<file path="config.mk">
export PLATFORM = sky130hd
export DESIGN_NAME = mips_soc
export DESIGN_NICKNAME = d
export VERILOG_FILES = /design/src/hw/avalon_bus_pkg.sv /design/src/hw/mips_isa_pkg.sv /design/src/hw/alu.sv /design/src/hw/avalon_ram.sv /design/src/hw/bus_master.sv /design/src/hw/cpu_control.sv /design/src/hw/instr_decoder.sv /design/src/hw/mips_cpu.sv /design/src/hw/mips_soc.sv /design/src/hw/register_file.sv
export SDC_FILE = /design/constraint.sdc
export NUM_CORES = 2
export LEC_CHECK = 0
export ABC_AREA = 1
export BUFFER_PORTS_ARGS = -buffer_cell sky130_fd_sc_hd__clkbuf_2
export CORE_MARGIN = 2
export CORE_UTILIZATION = 40
export CTS_CLUSTER_DIAMETER = 100
export DETAILED_ROUTE_END_ITERATION = 12
export PLACE_DENSITY = 0.54
export SKIP_CTS_REPAIR_TIMING = 1
export SYNTH_ARGS = -nofsm -noshare
export SYNTH_HDL_FRONTEND = slang
export SYNTH_SLANG_ARGS = --single-unit
</file>
<file path="constraint.sdc">
create_clock -name clk -period 5 [get_ports clk]
set_input_delay 1 -clock clk [delete_from_list [all_inputs] [get_ports clk]]
set_output_delay 1 -clock clk [all_outputs]
set_load 0.02 [all_outputs]
</file>
<file path="src/hw/avalon_bus_pkg.sv">
`default_nettype none

package avalon_bus_pkg;

    typedef logic [31:0] addr_t;
    typedef logic [3:0]  byteen_t;

    // RAM geometry, in 32-bit words.
    localparam int unsigned MEM_WORDS = 64;
    localparam int unsigned MEM_AW    = 6;

    // First instruction is fetched from here.
    localparam addr_t RESET_VECTOR = 32'h0000_0004;

    // Wait states inserted by the RAM on every access.
    localparam int unsigned RAM_WAIT_CYCLES = 2;

endpackage

`default_nettype wire

</file>
<file path="src/hw/mips_isa_pkg.sv">
`default_nettype none

package mips_isa_pkg;

    // ~~~~~~~~~~~~~~~~~~~~~~~~~~~~~~~~~~~~~~~~~~~~~~~~
    // Word and field types.
    // ~~~~~~~~~~~~~~~~~~~~~~~~~~~~~~~~~~~~~~~~~~~~~~~~
    typedef logic [31:0] word_t;
    typedef logic [4:0]  reg_idx_t;
    typedef logic [5:0]  opcode_t;
    typedef logic [5:0]  funct_t;

    // Major opcodes of the supported subset.
    localparam opcode_t OP_RTYPE = 6'h00;
    localparam opcode_t OP_BEQ   = 6'h04;
    localparam opcode_t OP_BNE   = 6'h05;
    localparam opcode_t OP_ADDIU = 6'h09;
    localparam opcode_t OP_LW    = 6'h23;
    localparam opcode_t OP_SW    = 6'h2b;

    // R-type function codes.
    localparam funct_t FN_JR   = 6'h08;
    localparam funct_t FN_ADDU = 6'h21;
    localparam funct_t FN_SUBU = 6'h23;
    localparam funct_t FN_AND  = 6'h24;
    localparam funct_t FN_OR   = 6'h25;
    localparam funct_t FN_XOR  = 6'h26;
    localparam funct_t FN_SLT  = 6'h2a;

    typedef enum logic [2:0] {
        ALU_ADD,
        ALU_SUB,
        ALU_AND,
        ALU_OR,
        ALU_XOR,
        ALU_SLT
    } alu_op_t;

    // Result register seen by the outside world (v0).
    localparam reg_idx_t REG_V0 = 5'd2;

endpackage

`default_nettype wire

</file>
<file path="src/hw/alu.sv">
`timescale 1ns/100ps
`default_nettype none

module alu (
    input  wire mips_isa_pkg::alu_op_t op,
    input  wire mips_isa_pkg::word_t   a,
    input  wire mips_isa_pkg::word_t   b,
    output mips_isa_pkg::word_t        result,
    output logic                       zero
);

    always_comb begin
        case (op)
            mips_isa_pkg::ALU_ADD: begin
                result = a + b;
            end
            mips_isa_pkg::ALU_SUB: begin
                result = a - b;
            end
            mips_isa_pkg::ALU_AND: begin
                result = a & b;
            end
            mips_isa_pkg::ALU_OR: begin
                result = a | b;
            end
            mips_isa_pkg::ALU_XOR: begin
                result = a ^ b;
            end
            mips_isa_pkg::ALU_SLT: begin
                // Signed compare.
                result = ($signed(a) < $signed(b)) ? 32'd1 : 32'd0;
            end
            default: begin
                result = '0;
            end
        endcase
    end

    // Branches subtract the operands and look at this flag.
    assign zero = (result == '0);

endmodule

`default_nettype wire

</file>
<file path="src/hw/avalon_ram.sv">
`timescale 1ns/100ps
`default_nettype none

module avalon_ram (
    input  wire logic                    clk,
    input  wire avalon_bus_pkg::addr_t   address,
    input  wire logic                    read,
    input  wire logic                    write,
    input  wire mips_isa_pkg::word_t     writedata,
    input  wire avalon_bus_pkg::byteen_t byteenable,
    output logic                         waitrequest,
    output mips_isa_pkg::word_t          readdata,
    input  wire logic                    load_en,
    input  wire avalon_bus_pkg::addr_t   load_addr,
    input  wire mips_isa_pkg::word_t     load_data
);

    localparam int unsigned WAIT_W = $clog2(avalon_bus_pkg::RAM_WAIT_CYCLES + 1);

    mips_isa_pkg::word_t mem [avalon_bus_pkg::MEM_WORDS];

    logic [avalon_bus_pkg::MEM_AW-1:0] bus_idx;
    logic [avalon_bus_pkg::MEM_AW-1:0] load_idx;
    logic [WAIT_W-1:0]                 wait_cnt;

    // Word index sits just above the byte offset.
    assign bus_idx  = address[avalon_bus_pkg::MEM_AW+1:2];
    assign load_idx = load_addr[avalon_bus_pkg::MEM_AW+1:2];

    // ~~~~~~~~~~~~~~~~~~~~~~~~~~~~~~~~~~~~~~~~~~~~~~~~
    // Wait states.
    // ~~~~~~~~~~~~~~~~~~~~~~~~~~~~~~~~~~~~~~~~~~~~~~~~
    // The counter idles at zero whenever no request is up.
    always_ff @(posedge clk) begin
        if (!(read || write) || !waitrequest) begin
            wait_cnt <= '0;
        end else begin
            wait_cnt <= wait_cnt + 1'b1;
        end
    end

    assign waitrequest = (read || write) && (wait_cnt < WAIT_W'(avalon_bus_pkg::RAM_WAIT_CYCLES));

    // Loader has priority; it only runs while the processor is held in reset.
    always_ff @(posedge clk) begin
        if (load_en) begin
            mem[load_idx] <= load_data;
        end else if (write && !waitrequest) begin
            for (int b = 0; b < 4; b++) begin
                if (byteenable[b]) begin
                    mem[bus_idx][8*b +: 8] <= writedata[8*b +: 8];
                end
            end
        end
    end

    assign readdata = mem[bus_idx];

endmodule

`default_nettype wire

</file>
<file path="src/hw/bus_master.sv">
`timescale 1ns/100ps
`default_nettype none

module bus_master (
    input  wire logic                  clk,
    input  wire logic                  rst_n,
    input  wire logic                  req_read,
    input  wire logic                  req_write,
    input  wire avalon_bus_pkg::addr_t req_addr,
    input  wire mips_isa_pkg::word_t   req_wdata,
    output logic                       req_done,
    output mips_isa_pkg::word_t        rdata,
    output avalon_bus_pkg::addr_t      address,
    output logic                       read,
    output logic                       write,
    output mips_isa_pkg::word_t        writedata,
    output avalon_bus_pkg::byteen_t    byteenable,
    input  wire logic                  waitrequest,
    input  wire mips_isa_pkg::word_t   readdata
);

    // A request starts only from idle, and not in the cycle that reports
    // the previous completion, so a held level is not issued twice.
    always_ff @(posedge clk) begin
        if (!rst_n) begin
            read     <= 1'b0;
            write    <= 1'b0;
            req_done <= 1'b0;
        end else begin
            req_done <= 1'b0;
            if (read || write) begin
                if (!waitrequest) begin
                    read     <= 1'b0;
                    write    <= 1'b0;
                    req_done <= 1'b1;
                end
            end else if ((req_read || req_write) && !req_done) begin
                read  <= req_read;
                write <= req_write;
            end
        end
    end

    // Address and data are frozen for the whole transfer.
    always_ff @(posedge clk) begin
        if (!read && !write) begin
            address   <= req_addr;
            writedata <= req_wdata;
        end
        if (read && !waitrequest) begin
            rdata <= readdata;
        end
    end

    // Full words only.
    assign byteenable = '1;

endmodule

`default_nettype wire

</file>
<file path="src/hw/cpu_control.sv">
`timescale 1ns/100ps
`default_nettype none

module cpu_control (
    input  wire logic                   clk,
    input  wire logic                   rst_n,
    input  wire logic                   is_rtype_alu,
    input  wire logic                   is_addiu,
    input  wire logic                   is_load,
    input  wire logic                   is_store,
    input  wire logic                   is_beq,
    input  wire logic                   is_bne,
    input  wire logic                   is_jr,
    input  wire logic                   illegal,
    input  wire logic                   alu_zero,
    input  wire mips_isa_pkg::word_t    alu_result,
    input  wire mips_isa_pkg::word_t    rs_data,
    input  wire mips_isa_pkg::word_t    imm_ext,
    input  wire mips_isa_pkg::reg_idx_t rt,
    input  wire mips_isa_pkg::reg_idx_t rd,
    input  wire logic                   req_done,
    input  wire mips_isa_pkg::word_t    rdata,
    output mips_isa_pkg::word_t         instr,
    output avalon_bus_pkg::addr_t       pc,
    output logic                        req_read,
    output logic                        req_write,
    output avalon_bus_pkg::addr_t       req_addr,
    output logic                        alu_b_sel_imm,
    output logic                        rf_wr_en,
    output mips_isa_pkg::reg_idx_t      rf_wr_idx,
    output logic                        rf_wr_sel_mem,
    output logic                        active
);

    typedef enum logic [2:0] {
        ST_FETCH,
        ST_DECODE,
        ST_EXECUTE,
        ST_MEMORY,
        ST_WRITEBACK,
        ST_HALT
    } state_t;

    state_t              state;
    mips_isa_pkg::word_t alu_out;
    logic                halt_now;
    logic                take_branch;
    avalon_bus_pkg::addr_t branch_off;

    assign halt_now    = illegal || (is_jr && (rs_data == '0));
    assign take_branch = (is_beq && alu_zero) || (is_bne && !alu_zero);
    assign branch_off  = {imm_ext[29:0], 2'b00};

    // ~~~~~~~~~~~~~~~~~~~~~~~~~~~~~~~~~~~~~~~~~~~~~~~~
    // Sequencer and program counter.
    // ~~~~~~~~~~~~~~~~~~~~~~~~~~~~~~~~~~~~~~~~~~~~~~~~
    always_ff @(posedge clk) begin
        if (!rst_n) begin
            state  <= ST_FETCH;
            pc     <= avalon_bus_pkg::RESET_VECTOR;
            active <= 1'b0;
        end else begin
            case (state)
                ST_FETCH: begin
                    active <= 1'b1;
                    if (req_done) begin
                        // PC already points past this instruction from here on.
                        pc    <= pc + 32'd4;
                        state <= ST_DECODE;
                    end
                end
                ST_DECODE: begin
                    state <= ST_EXECUTE;
                end
                ST_EXECUTE: begin
                    if (halt_now) begin
                        active <= 1'b0;
                        state  <= ST_HALT;
                    end else begin
                        if (is_jr) begin
                            pc <= rs_data;
                        end else if (take_branch) begin
                            pc <= pc + branch_off;
                        end
                        state <= (is_load || is_store) ? ST_MEMORY : ST_WRITEBACK;
                    end
                end
                ST_MEMORY: begin
                    if (req_done) begin
                        state <= ST_WRITEBACK;
                    end
                end
                ST_WRITEBACK: begin
                    state <= ST_FETCH;
                end
                default: begin
                    state <= ST_HALT;
                end
            endcase
        end
    end

    // Instruction register and ALU result register.
    always_ff @(posedge clk) begin
        if ((state == ST_FETCH) && req_done) begin
            instr <= rdata;
        end
        if (state == ST_EXECUTE) begin
            alu_out <= alu_result;
        end
    end

    // Bus requests are held as levels until the bus phase completes.
    assign req_read  = (state == ST_FETCH) || ((state == ST_MEMORY) && is_load);
    assign req_write = (state == ST_MEMORY) && is_store;
    assign req_addr  = (state == ST_MEMORY) ? alu_out : pc;

    assign alu_b_sel_imm = is_addiu || is_load || is_store;
    assign rf_wr_en      = (state == ST_WRITEBACK) && (is_rtype_alu || is_addiu || is_load);
    assign rf_wr_idx     = is_rtype_alu ? rd : rt;
    assign rf_wr_sel_mem = is_load;

endmodule

`default_nettype wire

</file>
<file path="src/hw/instr_decoder.sv">
`timescale 1ns/100ps
`default_nettype none

module instr_decoder (
    input  wire mips_isa_pkg::word_t instr,
    output mips_isa_pkg::reg_idx_t   rs,
    output mips_isa_pkg::reg_idx_t   rt,
    output mips_isa_pkg::reg_idx_t   rd,
    output mips_isa_pkg::word_t      imm_ext,
    output mips_isa_pkg::alu_op_t    alu_op,
    output logic                     is_rtype_alu,
    output logic                     is_addiu,
    output logic                     is_load,
    output logic                     is_store,
    output logic                     is_beq,
    output logic                     is_bne,
    output logic                     is_jr,
    output logic                     illegal
);

    mips_isa_pkg::opcode_t opcode;
    mips_isa_pkg::funct_t  funct;

    assign opcode  = instr[31:26];
    assign funct   = instr[5:0];
    assign rs      = instr[25:21];
    assign rt      = instr[20:16];
    assign rd      = instr[15:11];
    assign imm_ext = {{16{instr[15]}}, instr[15:0]};

    // ~~~~~~~~~~~~~~~~~~~~~~~~~~~~~~~~~~~~~~~~~~~~~~~~
    // Instruction class and ALU operation.
    // ~~~~~~~~~~~~~~~~~~~~~~~~~~~~~~~~~~~~~~~~~~~~~~~~
    always_comb begin
        is_rtype_alu = 1'b0;
        is_addiu     = 1'b0;
        is_load      = 1'b0;
        is_store     = 1'b0;
        is_beq       = 1'b0;
        is_bne       = 1'b0;
        is_jr        = 1'b0;
        illegal      = 1'b0;
        alu_op       = mips_isa_pkg::ALU_ADD;
        case (opcode)
            mips_isa_pkg::OP_RTYPE: begin
                is_rtype_alu = 1'b1;
                case (funct)
                    mips_isa_pkg::FN_ADDU: alu_op = mips_isa_pkg::ALU_ADD;
                    mips_isa_pkg::FN_SUBU: alu_op = mips_isa_pkg::ALU_SUB;
                    mips_isa_pkg::FN_AND:  alu_op = mips_isa_pkg::ALU_AND;
                    mips_isa_pkg::FN_OR:   alu_op = mips_isa_pkg::ALU_OR;
                    mips_isa_pkg::FN_XOR:  alu_op = mips_isa_pkg::ALU_XOR;
                    mips_isa_pkg::FN_SLT:  alu_op = mips_isa_pkg::ALU_SLT;
                    mips_isa_pkg::FN_JR: begin
                        is_rtype_alu = 1'b0;
                        is_jr        = 1'b1;
                    end
                    default: begin
                        is_rtype_alu = 1'b0;
                        illegal      = 1'b1;
                    end
                endcase
            end
            mips_isa_pkg::OP_ADDIU: is_addiu = 1'b1;
            mips_isa_pkg::OP_LW:    is_load  = 1'b1;
            mips_isa_pkg::OP_SW:    is_store = 1'b1;
            mips_isa_pkg::OP_BEQ: begin
                is_beq = 1'b1;
                alu_op = mips_isa_pkg::ALU_SUB;
            end
            mips_isa_pkg::OP_BNE: begin
                is_bne = 1'b1;
                alu_op = mips_isa_pkg::ALU_SUB;
            end
            default: illegal = 1'b1;
        endcase
    end

endmodule

`default_nettype wire

</file>
<file path="src/hw/mips_cpu.sv">
`timescale 1ns/100ps
`default_nettype none

module mips_cpu (
    input  wire logic                  clk,
    input  wire logic                  rst_n,
    output logic                       active,
    output mips_isa_pkg::word_t        register_v0,
    output avalon_bus_pkg::addr_t      address,
    output logic                       read,
    output logic                       write,
    output mips_isa_pkg::word_t        writedata,
    output avalon_bus_pkg::byteen_t    byteenable,
    input  wire logic                  waitrequest,
    input  wire mips_isa_pkg::word_t   readdata
);

    mips_isa_pkg::word_t    instr;
    mips_isa_pkg::reg_idx_t rs;
    mips_isa_pkg::reg_idx_t rt;
    mips_isa_pkg::reg_idx_t rd;
    mips_isa_pkg::word_t    imm_ext;
    mips_isa_pkg::alu_op_t  alu_op;
    logic is_rtype_alu;
    logic is_addiu;
    logic is_load;
    logic is_store;
    logic is_beq;
    logic is_bne;
    logic is_jr;
    logic illegal;

    mips_isa_pkg::word_t    rs_data;
    mips_isa_pkg::word_t    rt_data;
    mips_isa_pkg::word_t    alu_b;
    mips_isa_pkg::word_t    alu_result;
    logic                   alu_zero;
    logic                   alu_b_sel_imm;
    logic                   rf_wr_en;
    mips_isa_pkg::reg_idx_t rf_wr_idx;
    logic                   rf_wr_sel_mem;
    mips_isa_pkg::word_t    rf_wr_data;

    logic                   req_read;
    logic                   req_write;
    avalon_bus_pkg::addr_t  req_addr;
    logic                   req_done;
    mips_isa_pkg::word_t    rdata;

    // Operand and writeback selection.
    assign alu_b      = alu_b_sel_imm ? imm_ext : rt_data;
    assign rf_wr_data = rf_wr_sel_mem ? rdata : alu_result;

    cpu_control u_cpu_control (
        .clk(clk), .rst_n(rst_n),
        .is_rtype_alu(is_rtype_alu), .is_addiu(is_addiu), .is_load(is_load),
        .is_store(is_store), .is_beq(is_beq), .is_bne(is_bne), .is_jr(is_jr),
        .illegal(illegal), .alu_zero(alu_zero), .alu_result(alu_result),
        .rs_data(rs_data), .imm_ext(imm_ext), .rt(rt), .rd(rd),
        .req_done(req_done), .rdata(rdata), .instr(instr), .pc(),
        .req_read(req_read), .req_write(req_write), .req_addr(req_addr),
        .alu_b_sel_imm(alu_b_sel_imm), .rf_wr_en(rf_wr_en), .rf_wr_idx(rf_wr_idx),
        .rf_wr_sel_mem(rf_wr_sel_mem), .active(active)
    );

    instr_decoder u_instr_decoder (
        .instr(instr), .rs(rs), .rt(rt), .rd(rd), .imm_ext(imm_ext), .alu_op(alu_op),
        .is_rtype_alu(is_rtype_alu), .is_addiu(is_addiu), .is_load(is_load),
        .is_store(is_store), .is_beq(is_beq), .is_bne(is_bne), .is_jr(is_jr),
        .illegal(illegal)
    );

    register_file u_register_file (
        .clk(clk), .rst_n(rst_n), .rs_idx(rs), .rt_idx(rt),
        .rs_data(rs_data), .rt_data(rt_data), .wr_en(rf_wr_en),
        .wr_idx(rf_wr_idx), .wr_data(rf_wr_data), .v0(register_v0)
    );

    alu u_alu (
        .op(alu_op), .a(rs_data), .b(alu_b), .result(alu_result), .zero(alu_zero)
    );

    // Store data comes straight from rt, which is stable through MEMORY.
    bus_master u_bus_master (
        .clk(clk), .rst_n(rst_n), .req_read(req_read), .req_write(req_write),
        .req_addr(req_addr), .req_wdata(rt_data), .req_done(req_done), .rdata(rdata),
        .address(address), .read(read), .write(write), .writedata(writedata),
        .byteenable(byteenable), .waitrequest(waitrequest), .readdata(readdata)
    );

endmodule

`default_nettype wire

</file>
<file path="src/hw/mips_soc.sv">
`timescale 1ns/100ps
`default_nettype none

module mips_soc (
    input  wire logic                  clk,
    input  wire logic                  rst_n,
    input  wire logic                  load_en,
    input  wire avalon_bus_pkg::addr_t load_addr,
    input  wire mips_isa_pkg::word_t   load_data,
    output logic                       active,
    output mips_isa_pkg::word_t        register_v0
);

    // Avalon bus between processor and RAM.
    avalon_bus_pkg::addr_t   address;
    logic                    read;
    logic                    write;
    mips_isa_pkg::word_t     writedata;
    avalon_bus_pkg::byteen_t byteenable;
    logic                    waitrequest;
    mips_isa_pkg::word_t     readdata;

    mips_cpu u_mips_cpu (
        .clk(clk), .rst_n(rst_n), .active(active), .register_v0(register_v0),
        .address(address), .read(read), .write(write), .writedata(writedata),
        .byteenable(byteenable), .waitrequest(waitrequest), .readdata(readdata)
    );

    avalon_ram u_avalon_ram (
        .clk(clk), .address(address), .read(read), .write(write),
        .writedata(writedata), .byteenable(byteenable), .waitrequest(waitrequest),
        .readdata(readdata), .load_en(load_en), .load_addr(load_addr),
        .load_data(load_data)
    );

endmodule

`default_nettype wire

</file>
<file path="src/hw/register_file.sv">
`timescale 1ns/100ps
`default_nettype none

module register_file (
    input  wire logic                  clk,
    input  wire logic                  rst_n,
    input  wire mips_isa_pkg::reg_idx_t rs_idx,
    input  wire mips_isa_pkg::reg_idx_t rt_idx,
    output mips_isa_pkg::word_t        rs_data,
    output mips_isa_pkg::word_t        rt_data,
    input  wire logic                  wr_en,
    input  wire mips_isa_pkg::reg_idx_t wr_idx,
    input  wire mips_isa_pkg::word_t   wr_data,
    output mips_isa_pkg::word_t        v0
);

    mips_isa_pkg::word_t regs [32];

    // Register 0 is cleared by reset and never written after.
    always_ff @(posedge clk) begin
        if (!rst_n) begin
            for (int i = 0; i < 32; i++) begin
                regs[i] <= '0;
            end
        end else if (wr_en && (wr_idx != '0)) begin
            regs[wr_idx] <= wr_data;
        end
    end

    assign rs_data = regs[rs_idx];
    assign rt_data = regs[rt_idx];
    assign v0      = regs[mips_isa_pkg::REG_V0];

endmodule

`default_nettype wire
</file>
== After elaboration in Yosys (flattened, before gate mapping) ==
Memories as Yosys holds them, arrays and structs flattened. A register that Yosys moved wholly into a read port is not among the register bits.
Cells that the tools add are included.
Operators by class
  add/sub/neg operators: 5
  $lt $le $gt $ge: 2
  equality and inequality tests: 27
  mux-type cells: 54
  bitwise logic cells: 3
  reduce and logical (&&, ||, !) cells: 49
Operator list (count)
  two-way mux 32 bit: 8
  one-hot mux 32 bit (6 select lines): 1
  adder 32 bit: 2
  zero test 32 bit: 2
  one-hot mux 32 bit (2 select lines): 1
  OR reduction 32 bit: 2
  equality test 6 bit, second input constant: 8
  adder 32 x 3 -> 32 bit, second input constant: 1
  bitwise AND 32 bit: 1
  < comparator 32 bit: 1
  OR 32 bit: 1
  subtractor 32 bit: 1
  XOR 32 bit: 1
  one-hot mux 3 bit (5 select lines): 2
  two-way mux 1 bit: 29
  two-way mux 5 bit: 4
  logical AND 1 bit: 13
  equality test 3 x 2 -> 1 bit, second input constant: 4
  equality test 6 x 3 -> 1 bit, second input constant: 2
  equality test 6 x 4 -> 1 bit, second input constant: 2
  two-way mux 3 bit: 4
  logical OR 1 bit: 11
  inequality test 2 bit, second input constant: 5
  equality test 3 bit, second input constant: 3
  19 further kinds: 31
Storage, ports and cells
  bits in registers: 121
  bits in writable memories: 3072
  bits of input ports: 67
  output and inout port bits: 33
  logic and storage cells: 153
  memories: 2
Memory list
  u_avalon_ram.mem: words 64, bits a word 32, rd ports 1, clocked after Yosys merged registers in 1, write ports 1, RTL line avalon_ram.sv:20  | mips_isa_pkg::word_t mem [avalon_bus_pkg::MEM_WORDS];
  u_mips_cpu.u_register_file.regs: words 32, bits a word 32, rd ports 3, clocked after Yosys merged registers in 2, write ports 32, RTL line register_file.sv:17  | mips_isa_pkg::word_t regs [32];

== Depth between registers and ports, before layout ==
  word-level depth: 16
  mapped depth: 38

== By module ==
From an unflattened synthesis, not the netlist that was laid out.
Unflattened totals
  cells, all modules: 17368
  area total of the unflattened synthesis: 160846.8 µm²
By module, submodules not included
  avalon_ram: instances 1, cells each 7173, area each 84713.7 µm², sequential area each 61539.0 µm²
  register_file: instances 1, cells each 7189, area each 56730.7 µm², sequential area each 30749.5 µm²
  cpu_control: instances 1, cells each 1177, area each 7500.9 µm², sequential area each 2642.5 µm²
  alu: instances 1, cells each 1381, area each 7216.9 µm², sequential area each 0.0 µm²
  bus_master: instances 1, cells each 121, area each 3055.4 µm², sequential area each 2942.8 µm²
  mips_cpu: instances 1, cells each 208, area each 957.2 µm², sequential area each 0.0 µm²
  instr_decoder: instances 1, cells each 119, area each 671.9 µm², sequential area each 0.0 µm²

== Worst setup path before layout ==
OpenSTA, ideal clock, no wires.
  path type: register -> register
  start point: reg (tool-made name)
  end point: reg u_mips_cpu.u_cpu_control.pc[5]
  library setup time: 0.115 ns
  arrival: 4.620 ns
  data required time: 4.885 ns
  setup slack: 0.265 ns
  cell stages (with the launch flop): 37
  buffers on the path: 5
  clock period less this slack: 4.735 ns
  cells stage by stage: dfxtp_1 -> clkbuf_1 -> clkbuf_1 -> clkbuf_1 -> clkbuf_1 -> nor2_1 -> o221ai_1 -> nand3_1 -> nand3_1 -> nand2_1 -> nand2_1 -> o21ai_0 -> inv_1 -> ha_1 -> inv_1 -> fa_1 -> inv_1 -> nand2_1 -> nand2_1 -> nand2_1 -> o21ai_0 -> nand2_1 -> nand2_1 -> nand2_1 -> nand3_1 -> nand2_1 -> inv_1 -> nand2_1 -> nor2_1 -> nand2_1 -> nor2_1 -> nand3_1 -> nand2_1 -> nand4_2 -> buf_6 -> a21oi_1 -> nor2_1
RTL lines
  to (signal assigned): RTL line cpu_control.sv:60  | pc <= avalon_bus_pkg::RESET_VECTOR;
  to (signal assigned): RTL line cpu_control.sv:68  | pc <= pc + 32'd4;
  to (signal assigned): RTL line cpu_control.sv:81  | pc <= rs_data;
  to (decl): RTL line cpu_control.sv:24  | output avalon_bus_pkg::addr_t pc,

==> run metrics <==
status=complete, no violations; flop-to-flop setup slack=0.03 ns; CP arrival=5.77 ns; placed instance area=162,000 sq um; Crit path top cell by count=buf_4; Yosys cell types=56; vias=117k; DIE AREA=371,000 sq um; Setup crit end kind=register; share of cells above drive strength 1=17.8%; Worst R2R Path Depth=38; achievable frequency=201 MHz; final wirelength=556 mm; area grow syn2layout=21.2%; Util after Layout=48.6%; Root Buffer=clkbuf_16; clk buf depth=4; core footprint=365,000 sq um; Synth Area in Compound Gates=14.9%; Final Instance Count excl. Fillers=19.9k; Hold Vio Cnt, Final=0; P_leak=63.0 nW; CP peak stage delay=0.38 ns; Synth Cell Area=147,000 sq um; num rows=222; clock sinks=3,205; hpwl dp=339 mm; grt total ovfl=0; WL per Instance=28.0 um; Period minus WS final=4.97 ns; detailed-route vias per instance=5.89; Synth warnings=0; First DRT Iteration DRCs=15.2k; unrepaired setup endpoints after global routing=yes; PD cells=515 nW/um^2; vias in the first global route=108k; number of max-cap violations=0; final worst path period share=99.4%; Reg clk slew, reported paths=0.06 ns; Reg-to-Reg End=u_mips_cpu.u_cpu_control.pc[3]$_SDFFE_PN0P_; design area=178,000 sq um; Die Wd=609 um; # port buffers=73; IO Count=100; Synth Flop Type=edfxtp_1; Post-layout nets=15.0k; Max VDD drop=643 uV; post-synthesis mux area share=0.329%; asr flop ratio synth=0%; crit-path max FO=8; gpl congestion=0.941; clk_lat worst skew=0.95 ns; hold path depth=1; CP max stage cell=dfxtp_4; Worst Setup Start Kind=register; Slew Viols, Final=0; critical path class=reg2reg; DP Cell Count=19.1k; first-pass GRT wire length=770 mm; H-Tree Depth=5; CTS tree=built; Initial Util=40.1%; Synth Register Bits=3,205; Mapped Cells=14.1k; commonest cells after routing, fill and taps aside=3,517 x nor2_1, 3,180 x edfxtp_1, 2,279 x o21ai_0; TritonCTS buffer count=343; number of flops mapped to enable cells by yosys=3,180; GR Util All Layers=28.2%; largest family of logic cells by synthesized area=compound AO/OA/AOI/OAI gates; drt first pass iters=10; DRC violations left=0; Avg Inst Size Synth=10.4 sq um; antenna viol nets, final=0; initial antenna violation count=18; Final Skew=0.0590 ns; Seq/Total Area, Yosys=65.5%; leading cell type in the layout, fill and taps excluded=nor2_1; Hold EP=u_avalon_ram.wait_cnt[0]$_SDFF_PP0_; min-delay worst type=reg2reg; required time of the critical path=5.80 ns; chip height=609 um; Worst Min Path Start=u_avalon_ram.wait_cnt[0]$_SDFF_PP0_; Synth Area in Simple Gates=14.0%; Worst-Margin Slew=1.26 ns; Post-Synth Adder-Cell Area=0.938%; final setup vio count=0; largest net degree at the start of global routing=176; Slew headroom=15.9%; XOR/XNOR Fraction of Synth Area=0.0837%; Total Power=0.0914 W
==> report_power, final <==
group / total [W] / switching, W / leakage (nW) / internal (W)
Combinational: 0.0350 / 0.0236 / 27.5 / 0.0114
Clock: 0.0251 / 0.0109 / 5.26 / 0.0142
Sequential: 0.0312 / 0.000563 / 30.2 / 0.0307
Total: 0.0914 / 0.0351 / 63.0 / 0.0563
==> state kept, by name (all words and copies together), names as in the netlist, named ones only <==
name                               cells
u_mips_cpu.u_bus_master.read           1
u_mips_cpu.u_bus_master.write          1
u_mips_cpu.u_cpu_control.pc            6
u_mips_cpu.u_register_file.regs     1024
u_avalon_ram.wait_cnt                  2
u_mips_cpu.u_bus_master.writedata     32
u_mips_cpu.u_cpu_control.alu_out       6
u_mips_cpu.u_bus_master.req_done       1
u_mips_cpu.u_cpu_control.active        1
u_mips_cpu.u_bus_master.address        6
u_mips_cpu.u_cpu_control.instr        32
u_mips_cpu.u_cpu_control.state         3
u_mips_cpu.u_bus_master.rdata         32
u_avalon_ram.mem                    2048
==> how the worst max path moves through the flow <==
stage / from / endpoint / slack, ns / depth (start not counted)
4_1_cts: register / u_mips_cpu.u_cpu_control.pc[3]$_SDFFE_PN0P_ / -0.55 / 31
3_3_place_gp: register / u_mips_cpu.u_cpu_control.pc[4]$_SDFFE_PN0P_ / -0.59 / 32
6_report: register / u_mips_cpu.u_cpu_control.pc[3]$_SDFFE_PN0P_ / 0.03 / 38
5_1_grt: register / u_mips_cpu.u_cpu_control.pc[6]$_SDFFE_PN0P_ / -0.18 / 39
2_1_floorplan: register / u_mips_cpu.u_cpu_control.pc[5]$_SDFFE_PN0P_ / 0.27 / 36
3_5_place_dp: register / u_mips_cpu.u_cpu_control.pc[5]$_SDFFE_PN0P_ / -0.49 / 32
==> layout make-up <==
cell class / instances / area, sq um
clock buffer: 417 / 9050
tap: 4816 / 6030
timing repair buffer: 1480 / 15000
timing repair inverter: 7 / 105
fill: 32800 / 188000
inverter: 479 / 1920
sequential: 3205 / 96000
clock inverter: 197 / 1770
multi-input combinational: 9271 / 47600
antenna: 3 / 7.51
==> critical path: cells and delay by family, from the launching register on <==
family | cells | cell delay, ns
flops | 1 | 0.38
fa+ha+maj | 1 | 0.20
buf+inv | 13 | 1.80
simple gates | 19 | 1.85
compound gates | 5 | 0.58
==> cells in the mapped netlist (8+ instances only) <==
master | count | area share (%)
o21ai_0 | 2421 | 8.3
mux2_2 | 33 | 0.25
nand3_1 | 391 | 1.3
o21a_1 | 11 | 0.056
a21oi_1 | 182 | 0.62
o32ai_1 | 46 | 0.27
dfxtp_1 | 25 | 0.34
a32oi_1 | 13 | 0.078
a22o_1 | 9 | 0.054
mux2i_1 | 11 | 0.075
inv_1 | 464 | 1.2
ha_1 | 105 | 0.90
nor3_1 | 24 | 0.082
edfxtp_1 | 3180 | 65
a32o_1 | 8 | 0.055
nand4_1 | 49 | 0.21
o221ai_1 | 287 | 1.7
buf_2 | 105 | 0.36
xor2_1 | 13 | 0.078
nand2_1 | 1031 | 2.6
buf_1 | 50 | 0.13
o21ai_1 | 25 | 0.085
clkbuf_1 | 962 | 2.5
nor2_1 | 3668 | 9.4
o211ai_1 | 17 | 0.087
o22ai_1 | 787 | 3.4
a31oi_1 | 20 | 0.085
nand3b_1 | 20 | 0.10
inv_2 | 10 | 0.026
buf_4 | 8 | 0.041
==> layer usage <==
layer | track usage (%) | share of wire (%)
met1 | 37.0 | 39
met2 | 46.0 | 47
met3 | 4.05 | 8.6
met4 | 13.7 | 5.7
met5 | 0 | 0.0099
==> cell families after synthesis <==
family,Yosys count
XOR/XNOR,14
adder cells (fa/ha/maj),108
multiplexers,44
AND/OR/NAND/NOR,5220
buffers and inverters,1611
other,1
AO/OA/AOI/OAI,3853
flip-flops,3205
==> through the flow <==
step	hold slack, ns	TNS [ns]	setup WS [ns]
finish	0.411	0	0.0307
global route	0.433	-0.866	-0.176
CTS	0.413	-136.59	-0.549
detailed placement	0.405	-117.18	-0.494
global placement	0.399	-117.48	-0.591
floorplan	0.391	0	0.265
Note: power is estimated with default switching activity, not from simulation.
